<file path="src/logic/peripheral_pkg.sv">
package peripheral_pkg;

    // Chip side is one byte wide, processor side one word
    typedef logic [7:0]  Byte_t;
    typedef logic [31:0] Word_t;

    // Byte lanes in a processor word
    localparam int BUS_LANES = 4;

    // Word offset 0x4 selects the data register
    localparam int USB_A0_BIT = 2;

    // Cycles with chip select and strobe held low
    localparam int USB_WAIT_CYCLE = 4;

    // Stalled recovery cycles after the strobe rises
    localparam int USB_HOLD_CYCLE = 4;

    localparam int USB_MAX_CYCLE =
        (USB_WAIT_CYCLE > USB_HOLD_CYCLE) ? USB_WAIT_CYCLE : USB_HOLD_CYCLE;

    localparam int TIMER_WIDTH = $clog2(USB_MAX_CYCLE + 1);

    // Sequencer states
    typedef enum logic [1:0] {
        IDLE,
        STROBE,
        HOLD
    } usb_state_t;

    // Access kind recorded at acceptance
    typedef enum logic {
        ACC_READ,
        ACC_WRITE
    } usb_access_t;

endpackage

</file>
<file path="src/logic/usb_pin_if.sv">
`timescale 1ns/1ps

// Pin-side control from the access sequencer to the data port
interface usb_pin_if;

    logic load;      // Request accepted, latch a0 and write byte
    logic drive_en;  // Write access in progress
    logic capture;   // Last strobe cycle of a read

    modport seq (
        output load,
        output drive_en,
        output capture
    );

    modport port (
        input load,
        input drive_en,
        input capture
    );

endinterface

</file>
<file path="src/logic/usb_access_fsm.sv">
`timescale 1ns/1ps

module usb_access_fsm import peripheral_pkg::*; (
    input  logic   clk,
    input  logic   rst,

    input  logic   read_op,
    input  logic   write_op,

    usb_pin_if.seq pins,

    output logic   timer_start,
    output logic   timer_hold,
    input  logic   timer_done,

    output logic   sl811_cs_n,
    output logic   sl811_rd_n,
    output logic   sl811_wr_n,
    output logic   bus_stall
);

    usb_state_t  state;
    usb_access_t access;

    logic accept;
    logic strobe_end;
    logic hold_end;

    // Requests only count while idle, read takes priority
    assign accept     = (state == IDLE) && (read_op || write_op);
    assign strobe_end = (state == STROBE) && timer_done;
    assign hold_end   = (state == HOLD) && timer_done;

    assign pins.load    = accept;
    assign pins.capture = strobe_end && (access == ACC_READ);

    // Strobe phase starts at acceptance, hold phase right after it
    assign timer_start = accept || strobe_end;
    assign timer_hold  = (state == STROBE);

    always_ff @(posedge clk or posedge rst) begin
        if (rst) begin
            state         <= IDLE;
            access        <= ACC_READ;
            sl811_cs_n    <= 1'b1;
            sl811_rd_n    <= 1'b1;
            sl811_wr_n    <= 1'b1;
            bus_stall     <= 1'b0;
            pins.drive_en <= 1'b0;
        end else begin
            case (state)
                IDLE: begin
                    if (accept) begin
                        state      <= STROBE;
                        sl811_cs_n <= 1'b0;
                        bus_stall  <= 1'b1;
                        if (read_op) begin
                            access        <= ACC_READ;
                            sl811_rd_n    <= 1'b0;
                            pins.drive_en <= 1'b0;
                        end else begin
                            access        <= ACC_WRITE;
                            sl811_wr_n    <= 1'b0;
                            pins.drive_en <= 1'b1;  // Pins driven from here
                        end
                    end
                end

                STROBE: begin
                    if (strobe_end) begin
                        state      <= HOLD;
                        sl811_cs_n <= 1'b1;
                        sl811_rd_n <= 1'b1;
                        sl811_wr_n <= 1'b1;
                    end
                end

                HOLD: begin
                    // Data pins recover before the next access
                    if (hold_end) begin
                        state         <= IDLE;
                        bus_stall     <= 1'b0;
                        pins.drive_en <= 1'b0;
                    end
                end

                default: begin
                    state         <= IDLE;
                    sl811_cs_n    <= 1'b1;
                    sl811_rd_n    <= 1'b1;
                    sl811_wr_n    <= 1'b1;
                    bus_stall     <= 1'b0;
                    pins.drive_en <= 1'b0;
                end
            endcase
        end
    end

endmodule

</file>
<file path="src/flat_wrapper.sv">
// flat-port wrapper written by rule: the top's interface ports become plain ports
module usb_access_fsm_flat import peripheral_pkg::*;
  (clk, rst, read_op, write_op, timer_start, timer_hold, timer_done, sl811_cs_n, sl811_rd_n, sl811_wr_n, bus_stall, pins_load, pins_drive_en, pins_capture);
  usb_pin_if pins_i ();
  input  logic clk;
  input  logic rst;
  input  logic read_op;
  input  logic write_op;
  output logic timer_start;
  output logic timer_hold;
  input  logic timer_done;
  output logic sl811_cs_n;
  output logic sl811_rd_n;
  output logic sl811_wr_n;
  output logic bus_stall;
  output wire logic [$bits(pins_i.load)-1:0] pins_load;
  output wire logic [$bits(pins_i.drive_en)-1:0] pins_drive_en;
  output wire logic [$bits(pins_i.capture)-1:0] pins_capture;
  assign pins_load = pins_i.load;
  assign pins_drive_en = pins_i.drive_en;
  assign pins_capture = pins_i.capture;
  usb_access_fsm u_core (.clk(clk), .rst(rst), .read_op(read_op), .write_op(write_op), .pins(pins_i), .timer_start(timer_start), .timer_hold(timer_hold), .timer_done(timer_done), .sl811_cs_n(sl811_cs_n), .sl811_rd_n(sl811_rd_n), .sl811_wr_n(sl811_wr_n), .bus_stall(bus_stall));
endmodule
</file>
<file path="config.mk">
export PLATFORM = sky130hd
export DESIGN_NAME = usb_access_fsm_flat
export DESIGN_NICKNAME = d
export VERILOG_FILES = /design/src/logic/peripheral_pkg.sv /design/src/logic/usb_pin_if.sv /design/src/logic/usb_access_fsm.sv /design/src/flat_wrapper.sv
export SDC_FILE = /design/constraint.sdc
export NUM_CORES = 1
export LEC_CHECK = 0
export ABC_AREA = 0
export BUFFER_PORTS_ARGS = -buffer_cell sky130_fd_sc_hd__buf_2
export CAP_MARGIN = 10
export CORE_MARGIN = 3
export CORE_UTILIZATION = 25
export DETAILED_ROUTE_END_ITERATION = 16
export RECOVER_POWER = 50
export SLEW_MARGIN = 5
export SYNTH_ARGS = -nofsm -noshare
export SYNTH_HDL_FRONTEND = slang
export SYNTH_SLANG_ARGS = --single-unit
</file>
<file path="constraint.sdc">
create_clock -name clk -period 1 [get_ports clk]
set_input_delay 0.05 -clock clk [delete_from_list [all_inputs] [get_ports clk]]
set_output_delay 0.05 -clock clk [all_outputs]
set_load 0.02 [all_outputs]
</file>
==> results of run 1 <==
-- final cells by class --
| class | count | area [sq um] | share of cell area, % |
|---|---|---|---|
| Multi-Input combinational cell | 25 | 214 | 30.4 |
| Inverter | 7 | 26.3 | 3.73 |
| Tap cell | 15 | 18.8 | 2.66 |
| Clock buffer | 4 | 26.3 | 3.73 |
| Timing Repair Buffer | 26 | 213 | 30.2 |
| Sequential cell | 8 | 206 | 29.3 |
-- worst max-delay path by stage --
stage | slack, ns | end | from
after floorplan | 0.009 | u_core.state[1] | u_core.state[0]
after global placement | -0.05 | u_core.state[1] | u_core.state[0]
after CTS | -0.27 | pins_capture | u_core.state[0]
after global routing | -0.36 | pins_capture | u_core.state[1]
after detailed placement | -0.05 | u_core.state[1] | u_core.state[0]
final | -0.28 | pins_capture | u_core.state[1]
-- power by group through the flow --
stage	Sequential, mW	Clock (mW)	Combinational (mW)
after CTS	0.659	0.290	1.34
after global routing	0.710	0.303	1.68
after floorplan	0.732	0	0.666
final	0.683	0.279	1.57
after detailed placement	0.650	0	1.09
after global placement	0.651	0	1.09
-- kinds of logic (layout without fill, tap and decap cells) --
group           after synthesis  in the layout  share of synthesized area (%)
simple gates                  9              9                           14.9
buf+inv                       9             37                           12.1
compound gates               16             16                           22.6
flops                         8              8                           50.5
-- worst max-delay path: stages, from the launching register on --
cell	delay (ns)
dfrtp_2	0.45
buf_6	0.14
nor4_4	0.21
buf_4	0.18
-- per-layer routing --
layer / routed length [um] / track usage, %
met5: 0 / 0
met4: 8 / 3.41
met3: 71 / 7.03
met2: 546 / 16.5
met1: 418 / 13.2
-- sequential cells by signal, summed over array words and instances, names as in the netlist --
register / cells
u_core.sl811_cs_n: 1
u_core.bus_stall: 1
u_core.pins.drive_en: 1
u_core.sl811_rd_n: 1
u_core.access: 1
u_core.state: 2
u_core.sl811_wr_n: 1
-- cell usage after synthesis --
| cell | n | area [sq um] |
|---|---|---|
| o211ai_1 | 1 | 7.51 |
| nor3_1 | 1 | 5.00 |
| o21a_1 | 1 | 7.51 |
| buf_6 | 2 | 22.5 |
| or2_1 | 1 | 6.26 |
| a31oi_1 | 1 | 6.26 |
| nor3b_2 | 1 | 12.5 |
| nor2_1 | 1 | 3.75 |
| nor3_2 | 1 | 10.0 |
| dfstp_2 | 3 | 78.8 |
| inv_1 | 7 | 26.3 |
| o21ai_1 | 1 | 5.00 |
| a21oi_1 | 6 | 30.0 |
| o21ai_0 | 4 | 20.0 |
| nor4_1 | 1 | 6.26 |
| nand2_1 | 2 | 7.51 |
| dfrtp_1 | 5 | 125 |
| a21o_1 | 1 | 7.51 |
| and2b_2 | 1 | 8.76 |
| a22oi_1 | 1 | 7.51 |
-- timing repair --
item	in CTS	in global routing
endpoints found under the setup margin	8	13
buffers inserted	4	3
gates resized for setup	15	13
hold buffers	1	0
endpoints found under the hold margin	5	0
pin swaps	4	5
==> impl_metrics.json, run 1 <==
{
  "diodes": 0,
  "synth_warnings": 0,
  "critPathMaxFanout": 5,
  "clock_skew_ns": 0.00466,
  "finalWirelength_um": 1050,
  "cp.arrival_ns": 1.23,
  "status": "complete, but fails checks",
  "violations": "negative setup slack",
  "fin_crit_sh_pct": 128,
  "synth_cells": 42,
  "tns_ns": -1.30,
  "dp_hpwl_um": 683,
  "cts_tree": "yes",
  "drive_gt1_share_pct": 65.7,
  "finalHoldViolCount": 0,
  "powerDensity_mw_per_mm2": 3600,
  "slew_headroom_pct": 79.1,
  "worstSetupPathType": "reg -> out",
  "syn2layout_area_growth_pct": 74.3,
  "pwr-share-clk_pct": 11.0,
  "synth_area_sq_um": 404,
  "drt_iter0_markers": 5,
  "slew_violations": 0,
  "antenna_found_initial": 0,
  "startpoint_type": "flip-flop",
  "gr-usage-all-layers_pct": 11.1,
  "layout_common_cells": "buf_4 (11), buf_6 (8), inv_1 (7)",
  "start_util_pct": 28.9,
  "clkTransAtPathRegs_ns": 0.06,
  "whs_path_depth": 2,
  "drv_cap": 0,
  "vias": 388,
  "design_area_sq_um": 704,
  "grt_pass1_vias": 348,
  "r2r_end": "u_core.pins.drive_en",
  "rr_startpoint": "u_core.state[1]",
  "p_total_mw": 2.54,
  "synth_area_per_cell_sq_um": 9.62,
  "gp_congestion": 0.761,
  "holdPathEnd": "u_core.state[0]",
  "hp-start": "timer_done",
  "drc": 0,
  "pre_cts_slack_ns": -0.0473,
  "overflow": 0,
  "place.port_buffers": 13,
  "final_common_cell": "buf_4",
  "cts_max_level": 1,
  "via_per_inst": 4.56,
  "rsz0062_at_grt": "true",
  "finalNonFillerCells": 85,
  "fin_util_pct": 50.4,
  "cp-end-kind": "primary output",
  "clock-sinks": 8,
  "rr_worst_depth": 5,
  "combPwrFrac_pct": 62.1,
  "rows": 13,
  "irDropWorstVdd_mv": 1.59,
  "fin_nets": 76,
  "place_inst": 74,
  "p_sw_share_pct": 40.0,
  "avgRoutedWirePerCell_um": 12.3,
  "p_sw_mw": 1.01,
  "first_pass_iters": 3,
  "drtAntennaViolNets": 0,
  "clkLatencyLatePin_ns": 0.26,
  "die_x_um": 46.2,
  "die_y_um": 46.2,
  "ios": 14,
  "setup_viol": 8,
  "grt_max_degree": 9,
  "core_sq_mm": 0.00140,
  "worstHoldPathType": "in -> reg",
  "cts_root_buf": "clkbuf_4",
  "clock.fmax_ghz": 0.781,
  "ff2ff_setup_slack_ns": -0.16,
  "cp.required_ns": 0.95,
  "syn_nets": 47,
  "postPlaceCellArea_sq_um": 539,
  "p_leak_nw": 0.328,
  "whs_ns": 0.0568,
  "tightest_slew_ns": 0.313,
  "die_area_sq_mm": 0.00213,
  "cts.path.max_buffers": 2,
  "grt_pass1_wl_um": 1530,
  "synth_seq_cells": 8,
  "fillCellCount": 125,
  "synth.distinct_cells": 20,
  "intPower_mw": 1.52,
  "numCtsBuffers": 3,
  "seqPwrFrac_pct": 26.9,
  "finalCriticalPeriod_ns": 1.28,
  "ys_seq_area_share_pct": 50.5,
  "setup_ws_ns": -0.280
}
No activity file was read; power rests on OpenSTA's default activity.
==> run 2: changes to the inputs <==
- BUFFER_PORTS_ARGS: -buffer_cell sky130_fd_sc_hd__buf_2 -> not set
- DONT_BUFFER_PORTS: not set -> 1
- GPL_TIMING_DRIVEN: not set -> 0
==> impl_metrics.json, run 2 (synthesis results as in run 1) <==
{
  "core_sq_mm": 0.00140,
  "whs_ns": 0.0120,
  "clkTransAtPathRegs_ns": 0.06,
  "overflow": 0,
  "diodes": 0,
  "grt_max_degree": 9,
  "finalHoldViolCount": 0,
  "tns_ns": -1.79,
  "cts_root_buf": "clkbuf_4",
  "die_y_um": 46.2,
  "drive_gt1_share_pct": 53.1,
  "slowest_delay_ns": 0.40,
  "worstHoldPathType": "in -> reg",
  "fin_nets": 70,
  "ios": 14,
  "setup_viol": 12,
  "clock_skew_ns": 0.000443,
  "grt_pass1_wl_um": 1780,
  "rsz0062_at_grt": "true",
  "avgRoutedWirePerCell_um": 15.4,
  "crit_chain": "buf_6 -> or2_4 -> a21oi_4",
  "p_sw_share_pct": 42.2,
  "fin_util_pct": 51.1,
  "vias": 404,
  "cp.required_ns": 0.95,
  "final_common_cell": "buf_6",
  "p_total_mw": 2.52,
  "die_x_um": 46.2,
  "slew_headroom_pct": 73.7,
  "tightest_slew_ns": 0.392,
  "worstSetupPathType": "reg -> out",
  "fin_crit_sh_pct": 130,
  "antenna_found_initial": 0,
  "dp_hpwl_um": 638,
  "drtAntennaViolNets": 0,
  "drt_iter0_markers": 4,
  "die_area_sq_mm": 0.00213,
  "status": "complete, but fails checks",
  "via_per_inst": 5.11,
  "powerDensity_mw_per_mm2": 3530,
  "pwr-share-clk_pct": 10.8,
  "startpoint_type": "flip-flop",
  "grt_pass1_vias": 389,
  "place.port_buffers": 0,
  "cpMaxStageDelayCell": "dfrtp_1",
  "clock.fmax_ghz": 0.767,
  "finalCriticalPeriod_ns": 1.30,
  "setup_ws_ns": -0.303,
  "irDropWorstVdd_mv": 1.15,
  "intPower_mw": 1.46,
  "rows": 13,
  "p_sw_mw": 1.06,
  "regMostFlops": "u_core.state",
  "clkLatencyLatePin_ns": 0.26,
  "seqPwrFrac_pct": 30.6,
  "numCtsBuffers": 3,
  "violations": "negative setup slack",
  "drc": 0,
  "drv_cap": 0,
  "layout_common_cells": "buf_6 (7), inv_1 (6), dlygate4sd3_1 (6), buf_4 (6), dfrtp_1 (5)",
  "cts_tree": "yes",
  "p_leak_nw": 0.308,
  "clock-sinks": 8,
  "gp_congestion": 0.719,
  "syn2layout_area_growth_pct": 76.8,
  "slew_violations": 0,
  "cts.path.max_buffers": 2,
  "largest_reg_flops": 2,
  "gr-usage-all-layers_pct": 12.3,
  "cts_max_level": 1,
  "cp.arrival_ns": 1.25,
  "cp-end-kind": "primary output",
  "finalWirelength_um": 1220,
  "critPathMaxFanout": 4,
  "start_util_pct": 28.9,
  "combPwrFrac_pct": 58.6,
  "first_pass_iters": 4
}
-- run 2: cell types whose count changed in the layout (fill, tap and decap cells not counted), sizes merged --
| cell | change |
|---|---|
| dlygate4sd3 | +5 |
| buf | -11 |
-- run 2: path summary, 6_finish.rpt --
kind                       slack [ns]  depth (start not counted)                 to         startpoint
max                             -0.30                          3        timer_start    u_core.state[1]
min                              0.01                          3  u_core.sl811_rd_n            read_op
max reg2reg                     -0.17                          6   u_core.bus_stall    u_core.state[0]
min reg2reg                      0.54                          2  u_core.sl811_cs_n  u_core.sl811_cs_n
max in group asynchronous        0.53                          2  u_core.sl811_wr_n                rst
min in group asynchronous        0.19                          2    u_core.state[0]                rst
-- run 2: what timing repair did --
item / in CTS / in global routing
resized for setup: 11 / 15
setup buffers: 5 / 7
hold endpoints to repair: 14 / 1
pin swaps: 7 / 8
endpoints found under the setup margin: 9 / 11
hold buffers: 4 / 2
-- run 2: through the flow --
step | setup slack (ns) | std cells | area, sq um
2_1_floorplan | 0.00865 | 42 | 433
3_3_place_gp | -0.0547 | 57 | 452
3_5_place_dp | -0.0680 | 57 | 452
4_1_cts | -0.274 | 70 | 581
5_1_grt | -0.335 | 79 | 714
6_report | -0.303 | 79 | 714
-- run 2: area by class of cell --
class                   instances  area [sq um]
well taps                      15          18.8
multi-input cells              25           235
plain buffers                   2          22.5
clock buffers                   4          26.3
flip-flops and latches          8           204
fillers                       124           684
inverters                       7          31.3
repair buffers                 18           176
-- run 2: worst max-delay path, delay by kind of cell, from the launching register on --
kind            cells  cell delay (ns)
compound gates      1             0.19
buf+inv             1             0.14
flops               1             0.40
simple gates        1             0.27
-- run 2: per-layer routing --
layer	vias up	part of all wire [%]	GRT usage [%]
met3	0	11	10.9
li1	189	-	-
met2	20	53	19.2
met1	195	36	12.6
met5	-	0	0
met4	0	0	1.70
-- run 2: power groups by stage --
stage                     Clock [mW]  Combinational [mW]  Sequential [mW]
after floorplan                    0               0.666            0.732
after global routing           0.301                1.59            0.796
after detailed placement           0               0.750            0.762
after global placement             0               0.739            0.761
final                          0.271                1.48            0.771
after CTS                      0.277                1.02            0.761
==> run 3: changes to the inputs <==
- CORE_AREA: not set -> 3 3 40 42
- CORE_MARGIN: 3 -> not set
- CORE_UTILIZATION: 25 -> not set
- DIE_AREA: not set -> 0 0 43 45
==> impl_metrics.json, run 3 (synthesis results as in run 1) <==
{
  "grt_pass1_vias": 359,
  "place_inst": 57,
  "drc": 0,
  "via_per_inst": 4.95,
  "gp_congestion": 0.689,
  "dp_hpwl_um": 608,
  "ios": 14,
  "slew_headroom_pct": 74.1,
  "fin_nets": 64,
  "drtAntennaViolNets": 0,
  "slew_violations": 0,
  "finalWirelength_um": 1050,
  "cts.path.max_buffers": 2,
  "critPathMaxFanout": 4,
  "postPlaceCellArea_sq_um": 452,
  "gr-usage-all-layers_pct": 12.4,
  "drt_iter0_markers": 1,
  "powerDensity_mw_per_mm2": 3490,
  "die_x_um": 43,
  "clkTransAtPathRegs_ns": 0.06,
  "tns_ns": -1.25,
  "fin_crit_sh_pct": 126,
  "first_pass_iters": 2,
  "irDropWorstVdd_mv": 1.56,
  "numCtsBuffers": 3,
  "die_area_sq_mm": 0.00194,
  "cp-end-kind": "primary output",
  "violations": "negative setup slack",
  "clkLatencyLatePin_ns": 0.26,
  "worstHoldPathType": "in -> reg",
  "finalHoldViolCount": 0,
  "worstSetupPathType": "reg -> out",
  "drive_gt1_share_pct": 44.8,
  "rsz0062_at_grt": "true",
  "layout_common_cells": "inv_1 (7), buf_4 (7), dlygate4sd3_1 (5), dfrtp_1 (5), a21oi_1 (4)",
  "clock_skew_ns": 0.0116,
  "diodes": 0,
  "tightest_slew_ns": 0.385,
  "finalNonFillerCells": 73,
  "grt_pass1_wl_um": 1660,
  "clock-sinks": 8,
  "die_y_um": 45,
  "largest_reg_flops": 2,
  "vias": 361,
  "p_leak_nw": 0.271,
  "antenna_found_initial": 0,
  "setup_viol": 9,
  "pre_cts_slack_ns": -0.0533,
  "cts_max_level": 1,
  "syn2layout_area_growth_pct": 55.4,
  "startpoint_type": "flip-flop",
  "avgRoutedWirePerCell_um": 14.3,
  "clock.fmax_ghz": 0.794,
  "drv_cap": 0,
  "regMostFlops": "u_core.state",
  "rows": 13,
  "cp.required_ns": 0.95,
  "cts_root_buf": "clkbuf_4",
  "status": "complete, but fails checks",
  "overflow": 0,
  "design_area_sq_um": 628,
  "cp.arrival_ns": 1.21,
  "place.port_buffers": 0,
  "cts_tree": "yes",
  "finalCriticalPeriod_ns": 1.26,
  "grt_max_degree": 9,
  "p_total_mw": 2.19,
  "start_util_pct": 31.5,
  "core_sq_mm": 0.00128,
  "setup_ws_ns": -0.260
}
## run 3: cell types whose count changed in the layout (fill, tap and decap cells not counted), sizes merged
cell / delta
buf: -5
dlygate4sd3: -1
## run 3: path summary, 6_finish.rpt
check	startpoint	to	slack (ns)	cells after the start
max reg2reg	u_core.state[0]	u_core.state[1]	-0.14	5
min	read_op	u_core.sl811_rd_n	0.02	3
min reg2reg	u_core.sl811_cs_n	u_core.sl811_cs_n	0.52	2
max	u_core.state[1]	timer_start	-0.26	3
max in group asynchronous	rst	u_core.sl811_cs_n	0.54	2
min in group asynchronous	rst	u_core.state[0]	0.16	2
## run 3: stage by stage
step | hold WS (ns) | utilization (%)
2_1_floorplan | -0.136 | -
3_3_place_gp | -0.0933 | 35.2
3_5_place_dp | -0.0913 | 35.2
4_1_cts | 0.00423 | 45.8
5_1_grt | 0.0421 | 48.9
6_report | 0.0249 | 48.9
## run 3: worst max-delay path: stages (launching register included)
cell	delay [ns]
dfrtp_1	0.39
buf_6	0.13
or2_4	0.23
a21oi_4	0.18
## run 3: timing repair
item / 4_1_cts / 5_1_grt
gates resized for setup: 7 / 6
endpoints found under the setup margin: 10 / 12
setup buffers: 6 / 1
endpoints found under the hold margin: 14 / 1
hold buffers: 4 / 1
pin swaps: 6 / 1
## run 3: where the power goes
group	leakage (nW)	switching (mW)	internal, mW
logic	0.164	0.597	0.555
registers	0.0918	0.243	0.524
clock network	0.0150	0.120	0.153
## run 3: metal layers
layer	part of all wire [%]	track usage, %	up-vias
met5	0	0	-
met4	1.4	5.42	0
met3	6.3	6.77	4
met2	52	21.3	12
met1	40	12.5	171
li1	-	-	174
## run 3: area by class of cell
cell class | count | area [sq um]
fillers | 124 | 657
multi-input cells | 25 | 228
flip-flops and latches | 8 | 204
repair buffers | 12 | 103
clock buffers | 4 | 26.3
inverters | 7 | 26.3
plain buffers | 2 | 22.5
well taps | 15 | 18.8
