<file path="src/logic/peripheral_pkg.sv">
package peripheral_pkg;

    // Chip side is one byte wide, processor side one word
    typedef logic [7:0]  Byte_t;
    typedef logic [31:0] Word_t;

    // Byte lanes in a processor word
    localparam int BUS_LANES = 4;

    // Word offset 0x4 selects the data register
    localparam int USB_A0_BIT = 2;

    // Cycles with chip select and strobe held low
    localparam int USB_WAIT_CYCLE = 4;

    // Stalled recovery cycles after the strobe rises
    localparam int USB_HOLD_CYCLE = 4;

    localparam int USB_MAX_CYCLE =
        (USB_WAIT_CYCLE > USB_HOLD_CYCLE) ? USB_WAIT_CYCLE : USB_HOLD_CYCLE;

    localparam int TIMER_WIDTH = $clog2(USB_MAX_CYCLE + 1);

    // Sequencer states
    typedef enum logic [1:0] {
        IDLE,
        STROBE,
        HOLD
    } usb_state_t;

    // Access kind recorded at acceptance
    typedef enum logic {
        ACC_READ,
        ACC_WRITE
    } usb_access_t;

endpackage

</file>
<file path="src/logic/usb_wait_timer.sv">
`timescale 1ns/1ps

module usb_wait_timer import peripheral_pkg::*; (
    input  logic clk,
    input  logic rst,
    input  logic start,
    input  logic hold,
    output logic done
);

    logic [TIMER_WIDTH-1:0] count;
    logic [TIMER_WIDTH-1:0] load_value;
    logic                   busy;

    // Count runs down to zero, so load one less than the phase length
    assign load_value = hold ? TIMER_WIDTH'(USB_HOLD_CYCLE - 1)
                             : TIMER_WIDTH'(USB_WAIT_CYCLE - 1);

    assign done = busy && (count == '0);

    always_ff @(posedge clk or posedge rst) begin
        if (rst) begin
            busy  <= 1'b0;
            count <= '0;
        end else if (start) begin
            busy  <= 1'b1;          // Restart also covers back-to-back phases
            count <= load_value;
        end else if (done) begin
            busy <= 1'b0;
        end else if (busy) begin
            count <= count - 1'b1;
        end
    end

endmodule

</file>
<file path="config.mk">
export PLATFORM = sky130hd
export DESIGN_NAME = usb_wait_timer
export DESIGN_NICKNAME = d
export VERILOG_FILES = /design/src/logic/peripheral_pkg.sv /design/src/logic/usb_wait_timer.sv
export SDC_FILE = /design/constraint.sdc
export NUM_CORES = 1
export LEC_CHECK = 0
export BUFFER_PORTS_ARGS = -buffer_cell sky130_fd_sc_hd__buf_2
export CAP_MARGIN = 20
export CORE_AREA = 2 2 39 41
export DETAILED_ROUTE_END_ITERATION = 10
export DIE_AREA = 0 0 41 43
export HOLD_SLACK_MARGIN = 0.03
export PLACE_DENSITY = 0.4
export SLEW_MARGIN = 5
export SYNTH_ARGS = -nofsm -noshare
export SYNTH_HDL_FRONTEND = slang
export SYNTH_SLANG_ARGS = --single-unit
</file>
<file path="constraint.sdc">
create_clock -name clk -period 2.8 [get_ports clk]
set_clock_uncertainty 0.05 [all_clocks]
set_input_delay 0.14 -clock clk [delete_from_list [all_inputs] [get_ports clk]]
set_output_delay 0.14 -clock clk [all_outputs]
set_load 0.03 [all_outputs]
</file>
==> results_dict.tcl, run 1 <==
set metrics [dict create \
    vias 165 \
    placement_rows 14 \
    syn-cell-area_um2 229 \
    synth_top_cells_by_area "dfrtp_1 44%, ha_1 11%, mux2i_1 8.7%, nor2_1 8.2%, inv_1 6.6%" \
    totalWireLength_um 368 \
    cts.sink_count 4 \
    first_pass_grt_wire_length_um 662 \
    worstHoldPathType "in2reg" \
    ctsHtreeMaxLevel 1 \
    die-width_um 41 \
    antenna_left 0 \
    dr.pass1.iters 1 \
    fp.coreArea_um2 1380 \
    timing.final.max_slew_violations 0 \
    cell_internal_pwr_w 0.000167 \
    rsz0062_at_grt "no" \
    timing.final.crit_period_ns 1.45 \
    synth-seq-area-share 0.437 \
    cp-start-kind "flop" \
    grt_antenna_before_repair 0 \
    power.share.clock 0.272 \
    post-route-period-util 0.519 \
    chipHeight_um 43 \
    hpwlAfterDp_um 309 \
    cts_tree "yes" \
    synth_commonest_cells "5 x nor2_1, 4 x dfrtp_1, 4 x inv_1" \
    synth_largest_area_cell "dfrtp_1" \
    ys_warn_count 0 \
    post_route_cells_drive_above_1_share 0.258 \
    io_pins 5 \
    cp_class "reg2out" \
    dieArea_um2 1760 \
    maximum_number_of_pins_on_one_net_before_global_route_repair 6 \
    run_status "completed" \
    tritoncts.num_buffers 3 \
    crit_arrival_ns 1.26 \
    net-switching-power_w 0.0000832 \
    grt_pass1_vias 170 \
    hold_viol_final 0 \
    netSwitchingFraction 0.332 \
    postPlaceCellArea_um2 264 \
    critical_path.endpoint_type "output port" \
    cp_data_required_time_ns 2.61 \
    ys_async_sr_fraction 1.00 \
    worstSkewPairLatency_ns 0.23 \
    slew-limit-headroom 0.901 \
    worstMarginPinSlew_ns 0.144 \
    initial_utilization 0.165 \
    clk_pin_slew_worst_paths_ns 0.03 \
    num_antenna_cells 0 \
    synth_top_area_share 0.437 \
    post-route-drc-count 0 \
    max-cap-violations 0 \
    fmax_mhz 688 \
    viasPerCell 3.51 \
    synth_flop_cell "dfrtp_1" \
    synth_seq_cells 4 \
    drt_iter0_drc 0 \
    power.combinational.fraction 0.373 \
    totalNegativeSetupSlack_ns 0 \
    synth_edf_count 0 \
    hold_buffers 1 \
    cts.repair_timing.setup_buffer_count 0 \
    ir_drop_mv 0.189 \
    critPathMaxFanout 4 \
    port-buffer-count 3 \
    postLayoutCellArea_um2 297 \
    postSynthAreaPerCell_um2 9.54 \
    clk_path_buf_depth 2 \
    post_cts_resized 0 \
    cts_root_buf "clkbuf_4" \
    nNetsFinal 39 \
    final_hold_slack_ns 0.0799 \
    grt_overflow_total 0 \
    netlist_instances 24 \
    flow.area_growth_from_synthesis_pct 29.5 \
    netlist-cell-type-count 11 \
    wl_per_cell_um 7.83 \
    synthesis.nets 30 \
    seqPwrFrac 0.355 \
    gp_routability_congestion 0.668 \
    synth_most_common_cell "nor2_1" \
    power_leakage_nw 0.166 \
    p_per_area_nw_per_um2 844 \
    grt.total_usage 0.0616 \
    timing.final.setup_violations 0 \
]
==> placed cells by master (no fill, tap or decap), drive strengths merged <==
master / n
nor2: 5
inv: 4
dfrtp: 4
clkbuf: 3
buf: 3
nand2: 2
mux2i: 2
ha: 2
nand2b: 2
and3: 1
a21oi: 1
o21bai: 1
dlygate4sd3: 1
==> path summary, 6_finish.rpt <==
path,startpoint,endpoint,slack [ns],cells past startpoint
setup / recovery,count[0],done,1.35,5
setup reg to reg,count[0],count[1],1.60,5
min in group asynchronous,rst,count[1],0.28,3
hold reg to reg,count[1],count[1],0.49,2
max in group asynchronous,rst,count[0],2.27,3
hold / removal,start,count[2],0.08,2
==> layout make-up <==
class                   instances  area [µm²]
multi-input cells              16         114
inverters                       4        15.0
fillers                       158        1090
flip-flops and latches          4         100
repair buffers                  4        25.0
clock buffers                   3        22.5
well taps                      16        20.0
==> routing by layer <==
| metal | vias up | share of wire | track usage | routed length [µm] |
|---|---|---|---|---|
| li1 | 88 | - | - | - |
| met1 | 73 | 0.45 | 0.0784 | 164 |
| met2 | 4 | 0.49 | 0.0688 | 181 |
| met3 | 0 | 0.060 | 0.0157 | 22 |
| met4 | 0 | 0 | 0.0800 | 0 |
| met5 | - | 0 | 0 | 0 |
==> power by group through the flow <==
stage / sequential (W) / combinational, W / clock (W)
6_report: 0.0000889 / 0.0000935 / 0.0000680
4_1_cts: 0.0000887 / 0.0000951 / 0.0000725
2_1_floorplan: 0.0000861 / 0.0000776 / 0
3_3_place_gp: 0.0000884 / 0.0000912 / 0
5_1_grt: 0.0000911 / 0.000111 / 0.0000759
3_5_place_dp: 0.0000896 / 0.0000934 / 0
==> logic make-up (layout without fill, tap and decap cells) <==
logic type | Yosys count | after routing | synth area share
flip-flops | 4 | 4 | 0.437
AO/OA/AOI/OAI | 2 | 2 | 0.0710
buffers and inverters | 4 | 11 | 0.0656
AND/OR/NAND/NOR | 10 | 10 | 0.230
adder cells (fa/ha/maj) | 2 | 2 | 0.109
multiplexers | 2 | 2 | 0.0874
==> stage by stage <==
stage / utilization / total power, W / cells / setup slack, ns
after floorplan: - / 0.000164 / 24 / 1.49
after global placement: 0.191 / 0.000180 / 43 / 1.59
after CTS: 0.214 / 0.000256 / 47 / 1.32
final: 0.214 / 0.000250 / 47 / 1.35
after detailed placement: 0.191 / 0.000183 / 43 / 1.58
after global routing: 0.214 / 0.000278 / 47 / 1.23
==> worst max-delay path, stage by stage (launching register included) <==
cell	delay [ns]
dfrtp_1	0.36
inv_1	0.10
ha_1	0.23
nand2b_4	0.07
nor2_1	0.08
buf_2	0.20
==> flip-flops by register name, indices dropped and copies added, names as in the netlist <==
signal,flops
count,3
busy,1
Power figures use the tool's default switching activity.
==> inputs of run 2 (changes only) <==
--- a/config.mk
+++ b/config.mk
@@ -5,13 +5,14 @@
 export SDC_FILE = /design/constraint.sdc
 export NUM_CORES = 1
 export LEC_CHECK = 0
+export ABC_AREA = 1
 export BUFFER_PORTS_ARGS = -buffer_cell sky130_fd_sc_hd__buf_2
 export CAP_MARGIN = 20
 export CORE_AREA = 2 2 39 41
 export DETAILED_ROUTE_END_ITERATION = 10
 export DIE_AREA = 0 0 41 43
 export HOLD_SLACK_MARGIN = 0.03
-export PLACE_DENSITY = 0.4
+export PLACE_DENSITY = 0.41
 export SLEW_MARGIN = 5
 export SYNTH_ARGS = -nofsm -noshare
 export SYNTH_HDL_FRONTEND = slang
==> constraint.sdc (replaced) <==
create_clock -name clk -period 1.45 [get_ports clk]
set_clock_uncertainty 0.05 [all_clocks]
set_input_delay 0.0725 -clock clk [delete_from_list [all_inputs] [get_ports clk]]
set_output_delay 0.0725 -clock clk [all_outputs]
set_load 0.03 [all_outputs]
==> run 2 against run 1 <==
  * Die area did not move
  * Worst setup slack lost 1.3 ns
  * Clock-buffer cell count is the same
  * Worst hold slack worse by 0.038 ns
  * Sequential share of layout area down 1.6 points
  * Global-route usage is 0.61 points higher
  * Critical path depth unchanged
  * Largest power group unchanged
  * Area after synthesis increased by 4.4%
  * Non-clock buffer count stayed put
  * Synthesized cell count is 29% higher
  * Combinational power grew 89%
==> results_dict.tcl, run 2 <==
set metrics [dict create \
    run_status "completed" \
    worstMarginPinSlew_ns 0.151 \
    cp_slowest_cell "dfrtp_1" \
    vias 208 \
    netSwitchingFraction 0.353 \
    antenna_left 0 \
    ys_warn_count 0 \
    post_route_cells_drive_above_1_share 0.316 \
    p_per_area_nw_per_um2 1520 \
    clk_path_buf_depth 2 \
    die-width_um 41 \
    synthesized_area_fraction_occupied_by_xor_and_xnor_cells 0 \
    totalWireLength_um 399 \
    timing.final.crit_period_ns 1.38 \
    maximum_number_of_pins_on_one_net_before_global_route_repair 7 \
    flow.area_growth_from_synthesis_pct 30.4 \
    synthesis.nets 37 \
    power_leakage_nw 0.175 \
    main_combinational_cell_family_by_area_after_synthesis "simple AND/OR/NAND/NOR gates" \
    synth_commonest_cells "8 x nand2_1, 5 x inv_1, 5 x nand3_1, 4 x dfrtp_1" \
    finalNonFillerCells 54 \
    viasPerCell 3.85 \
    worstHoldPathType "in2reg" \
    endpoint "done" \
    netlist_instances 31 \
    totalNegativeSetupSlack_ns 0 \
    synth_top_area_share 0.419 \
    cts_root_buf "clkbuf_4" \
    ctsHtreeMaxLevel 1 \
    synth_most_common_cell "nand2_1" \
    fmax_mhz 723 \
    chipHeight_um 43 \
    power.combinational.fraction 0.374 \
    wl_per_cell_um 7.39 \
    worstPathBufferInverterCount 2 \
    synth_compound_gate_area_share 0.0209 \
    power.share.clock 0.279 \
    regToRegEndpoint "count[1]" \
    worst_path_dominant_cell_family "flip-flops" \
    layout.filler_cells 166 \
    synth-seq-area-share 0.419 \
    slowest_delay_ns 0.37 \
    max-cap-violations 0 \
    dr.pass1.iters 5 \
    timing.reg2reg.setup_slack_ns 0.31 \
    yosys.area_share.simple 0.346 \
    cp_class "reg2out" \
    number_of_flip_flops_in_the_largest_register 3 \
    path_cells "inv_1, ha_2, nand2_4, nor2_1, clkbuf_4" \
    hpwlAfterDp_um 309 \
    num_antenna_cells 0 \
    synth_flop_cell "dfrtp_1" \
    registers.top_by_ff_count "count" \
    timing.final.setup_violations 0 \
    cp_data_required_time_ns 1.33 \
    cts_tree "yes" \
    syn-cell-area_um2 239 \
    synth_edf_count 0 \
    timing.final.max_slew_violations 0 \
    io_pins 5 \
    synthAdderAreaFrac 0.105 \
    nNetsFinal 46 \
    placement_rows 14 \
    rsz0062_at_grt "no" \
    post-route-period-util 0.954 \
    ir_drop_mv 0.425 \
    grt.total_usage 0.0677 \
    timing.reg2reg.worst_path_depth 7 \
    ys_async_sr_fraction 1.00 \
    worstSetupPathDepth 5 \
    largest_registers_in_the_final_layout "count x3, busy x1" \
    critical_path.endpoint_type "output port" \
    regArea_um2 100 \
    synth_top_cells_by_area "dfrtp_1 42%, nand2_1 13%, ha_1 10%, nand3_1 10%, inv_1 7.9%" \
    grt_pass1_vias 202 \
    clk_pin_slew_worst_paths_ns 0.04 \
    netlist-cell-type-count 10 \
    drt_iter0_drc 2 \
    layout.cells.most_common_list "8 x nand2_1, 5 x inv_1, 5 x nand3_1, 4 x dfrtp_1, 4 x clkbuf_4" \
    multiInputGateArea_um2 115 \
    initial_utilization 0.173 \
    postSynthAreaPerCell_um2 7.71 \
    post-route-drc-count 0 \
    cp-startpoint "count[0]" \
    critPathMaxFanout 3 \
    final_common_cell "nand2_1" \
    slew-limit-headroom 0.900 \
    grt_overflow_total 0 \
    tritoncts.num_buffers 3 \
    synth_seq_cells 4 \
    net-switching-power_w 0.000167 \
    port-buffer-count 3 \
    cts.sink_count 4 \
    r2r_start "count[0]" \
    synth_largest_area_cell "dfrtp_1" \
    place.detailed.instances 50 \
    seqPwrFrac 0.347 \
    crit_arrival_ns 1.26 \
    fp.coreArea_um2 1380 \
    cts.repair_timing.setup_buffer_count 0 \
    synthMuxAreaShare 0 \
    dieArea_um2 1760 \
    gp_routability_congestion 0.651 \
    worstSkewPairLatency_ns 0.23 \
    cell_internal_pwr_w 0.000306 \
    grt_antenna_before_repair 0 \
    hold_viol_final 0 \
    cp-start-kind "flop" \
    first_pass_grt_wire_length_um 772 \
]
[run 2: timing repair]
action / in CTS / in global routing
hold buffers: 1 / 0
endpoints found under the setup margin: 0 / 1
endpoints found under the hold margin: 4 / 0
resized for setup: 0 / 2
[run 2: power groups by stage]
stage / Clock (W) / Sequential, W / Combinational (W)
after floorplan: 0 / 0.000162 / 0.000142
after global placement: 0 / 0.000166 / 0.000173
after detailed placement: 0 / 0.000166 / 0.000169
after CTS: 0.000140 / 0.000165 / 0.000172
after global routing: 0.000152 / 0.000169 / 0.000212
final: 0.000132 / 0.000164 / 0.000177
[run 2: cells by family (layout without fill, tap and decap cells)]
kind of cell | count (synthesis) | after routing
adder cells (fa/ha/maj) | 2 | 2
flip-flops | 4 | 4
buffers and inverters | 7 | 14
AO/OA/AOI/OAI | 1 | 1
AND/OR/NAND/NOR | 17 | 17
[run 2: worst min-delay path by stage]
stage	from	cells past startpoint	slack, ns	to
6_report	start	3	0.04	busy
5_1_grt	start	3	0.06	busy
4_1_cts	start	3	0.04	busy
3_5_place_dp	rst	2	-0.09	busy
3_3_place_gp	rst	2	-0.09	count[0]
2_1_floorplan	rst	1	-0.21	busy
[run 2: worst min-delay path, delay by kind of cell]
kind	cells	cell delay, ns
buffers and inverters	2	0.14
and+or+nand+nor	1	0.07
[run 2: area by class of cell]
type,instances,share of cell area
clock buffer,3,0.0723
inverter,7,0.0843
multi-input combinational,20,0.369
sequential,4,0.321
tap,16,0.0643
timing repair buffer,4,0.0884
[run 2: per-stage QoR]
step | utilization | total power (W) | setup slack, ns | cell area [µm²] | hold slack, ns
floorplan | - | 0.000303 | 0.212 | 239 | -0.211
global placement | 0.198 | 0.000339 | 0.290 | 274 | -0.0874
detailed placement | 0.198 | 0.000335 | 0.297 | 274 | -0.0876
CTS | 0.222 | 0.000477 | 0.0439 | 307 | 0.0372
global route | 0.225 | 0.000533 | 0.0182 | 312 | 0.0556
finish | 0.225 | 0.000473 | 0.0673 | 312 | 0.0414
[run 2: per-layer routing]
metal / track usage / wire length, µm / up-vias
li1: - / - / 107
met1: 0.0820 / 184 / 91
met2: 0.0844 / 173 / 10
met3: 0.0471 / 41 / 0
met4: 0.0400 / 0 / 0
met5: 0 / 0 / -
==> inputs of run 3 (changes only) <==
==> constraint.sdc (replaced) <==
create_clock -name clk -period 1.6 [get_ports clk]
set_clock_uncertainty 0.05 [all_clocks]
set_input_delay 0.08 -clock clk [delete_from_list [all_inputs] [get_ports clk]]
set_output_delay 0.08 -clock clk [all_outputs]
set_load 0.03 [all_outputs]
==> run 3 against run 2 <==
  * Clock power fell by 9%
  * Wire length fell by 4.3%
  * First-iteration DRC count rose by 50%
  * Cell area fell by 1.6%
  * Sequential share of layout area rose by 0.52 points
  * Clock-buffer cell count did not move
  * Total power fell by 11%
  * Worst setup slack improved by 0.15 ns
  * Via count fell by 3.8%
  * Utilization fell by 0.36 points
  * Critical endpoint unchanged
  * Largest cell class unchanged
  * Largest power group unchanged
==> results_dict.tcl, run 3 (same netlist as run 2, synthesis figures left out) <==
set metrics [dict create \
    post-route-drc-count 0 \
    cts.repair_timing.setup_buffer_count 0 \
    cp_data_required_time_ns 1.47 \
    postLayoutCellArea_um2 307 \
    top_layer_used "met3" \
    timing.final.setup_violations 0 \
    io_pins 5 \
    registers.top_by_ff_count "count" \
    gp_routability_congestion 0.651 \
    tritoncts.num_buffers 3 \
    layout.cells.most_common_list "8 x nand2_1, 5 x inv_1, 5 x nand3_1, 4 x dfrtp_1" \
    power_leakage_nw 0.177 \
    worstHoldPathType "in2reg" \
    initial_utilization 0.173 \
    max-cap-violations 0 \
    hold_viol_final 0 \
    fp.coreArea_um2 1380 \
    grt_overflow_total 0 \
    grt_pass1_vias 172 \
    run_status "completed" \
    post_route_cells_drive_above_1_share 0.289 \
    worstMarginPinSlew_ns 0.153 \
    routed-wl-met3_um 27 \
    dr.pass1.iters 4 \
    timing.reg2reg.worst_path_depth 7 \
    wl_per_cell_um 7.07 \
    ctsHtreeMaxLevel 1 \
    wirelength_met1_um 205 \
    cp-startpoint "count[0]" \
    flow.area_growth_from_synthesis_pct 28.3 \
    largest_registers_in_the_final_layout "count x3, busy x1" \
    number_of_flip_flops_in_the_largest_register 3 \
    r2r_start "count[0]" \
    cts_tree "yes" \
    endpoint "done" \
    rsz0062_at_grt "no" \
    placement_rows 14 \
    chipHeight_um 43 \
    post-route-period-util 0.865 \
    nNetsFinal 46 \
    cp-start-kind "flop" \
    antenna_left 0 \
    maximum_number_of_pins_on_one_net_before_global_route_repair 7 \
    first_pass_grt_wire_length_um 683 \
    cp_class "reg2out" \
    critPathMaxFanout 3 \
    routed-wl-met2_um 149 \
    dieArea_um2 1760 \
    ir_drop_mv 0.379 \
    post_cts_resized 0 \
    multiInputGateArea_um2 113 \
    critical_path.endpoint_type "output port" \
    postPlaceCellArea_um2 274 \
    worstSkewPairLatency_ns 0.23 \
    num_antenna_cells 0 \
    drt_iter0_drc 3 \
    regArea_um2 100 \
    crit_arrival_ns 1.25 \
    layout.filler_cells 159 \
    timing.final.crit_period_ns 1.38 \
    clk_path_buf_depth 2 \
    regToRegEndpoint "count[1]" \
    p_per_area_nw_per_um2 1370 \
    timing.reg2reg.setup_slack_ns 0.45 \
    fmax_mhz 723 \
    place_worst_setup_slack_ns 0.446 \
    timing.final.max_slew_violations 0 \
    port-buffer-count 3 \
    hpwlAfterDp_um 304 \
    smallest_setup_slack_after_layout_ns 0.216 \
    grt.total_usage 0.0665 \
    cts_root_buf "clkbuf_4" \
    grt_antenna_before_repair 0 \
    clk_pin_slew_worst_paths_ns 0.04 \
    slew-limit-headroom 0.898 \
    totalNegativeSetupSlack_ns 0 \
    vias 200 \
    cts.sink_count 4 \
    viasPerCell 3.70 \
    die-width_um 41 \
    totalWireLength_um 382 \
    final_common_cell "nand2_1" \
]
run 3: cell count changes in the layout (fill, tap and decap cells not counted), sizes merged:
cell,before,now
buf,2,3
clkbuf,4,3
run 3: layout make-up:
class	instances	share of cell area
Multi-Input combinational cell	20	0.367
Timing Repair Buffer	4	0.0816
Tap cell	16	0.0653
Clock buffer	3	0.0735
Inverter	7	0.0857
Sequential cell	4	0.327
run 3: layer usage:
layer / up-vias / track usage
met1: 87 / 0.0651
met2: 3 / 0.0781
met4: 0 / 0.0400
li1: 110 / -
met3: 0 / 0.0785
met5: - / 0
run 3: power breakdown:
part / internal (W) / total, W / switching, W
Sequential: 0.000131 / 0.000148 / 0.0000175
Combinational: 0.0000587 / 0.000153 / 0.0000945
Clock: 0.0000836 / 0.000120 / 0.0000365
run 3: worst max-delay path, cell delays in order (launching register included):
cell and delay [ns]:
dfrtp_1 0.37, inv_1 0.10, ha_1 0.22, nand2_4 0.07, nor2_1 0.07, buf_2 0.19
run 3: metrics by stage:
stage	utilization	power [W]	hold WS, ns	instances
finish	0.222	0.000421	0.0522	54
global route	0.222	0.000476	0.0578	54
CTS	0.222	0.000433	0.0475	54
detailed placement	0.198	0.000304	-0.0785	50
global placement	0.198	0.000307	-0.0801	50
floorplan	-	0.000275	-0.204	31
run 3: what timing repair did:
| action | CTS | global route |
|---|---|---|
| endpoints found under the hold margin | 4 | 0 |
| hold buffers | 1 | 0 |
| endpoints found under the setup margin | 0 | 0 |
run 3: how the worst min path moves through the flow:
stage / endpoint / slack [ns] / cells past startpoint / start
after floorplan: busy / -0.20 / 1 / rst
after global placement: count[0] / -0.08 / 2 / rst
after detailed placement: busy / -0.08 / 2 / rst
after CTS: busy / 0.05 / 3 / start
after global routing: busy / 0.06 / 3 / start
final: busy / 0.05 / 3 / start
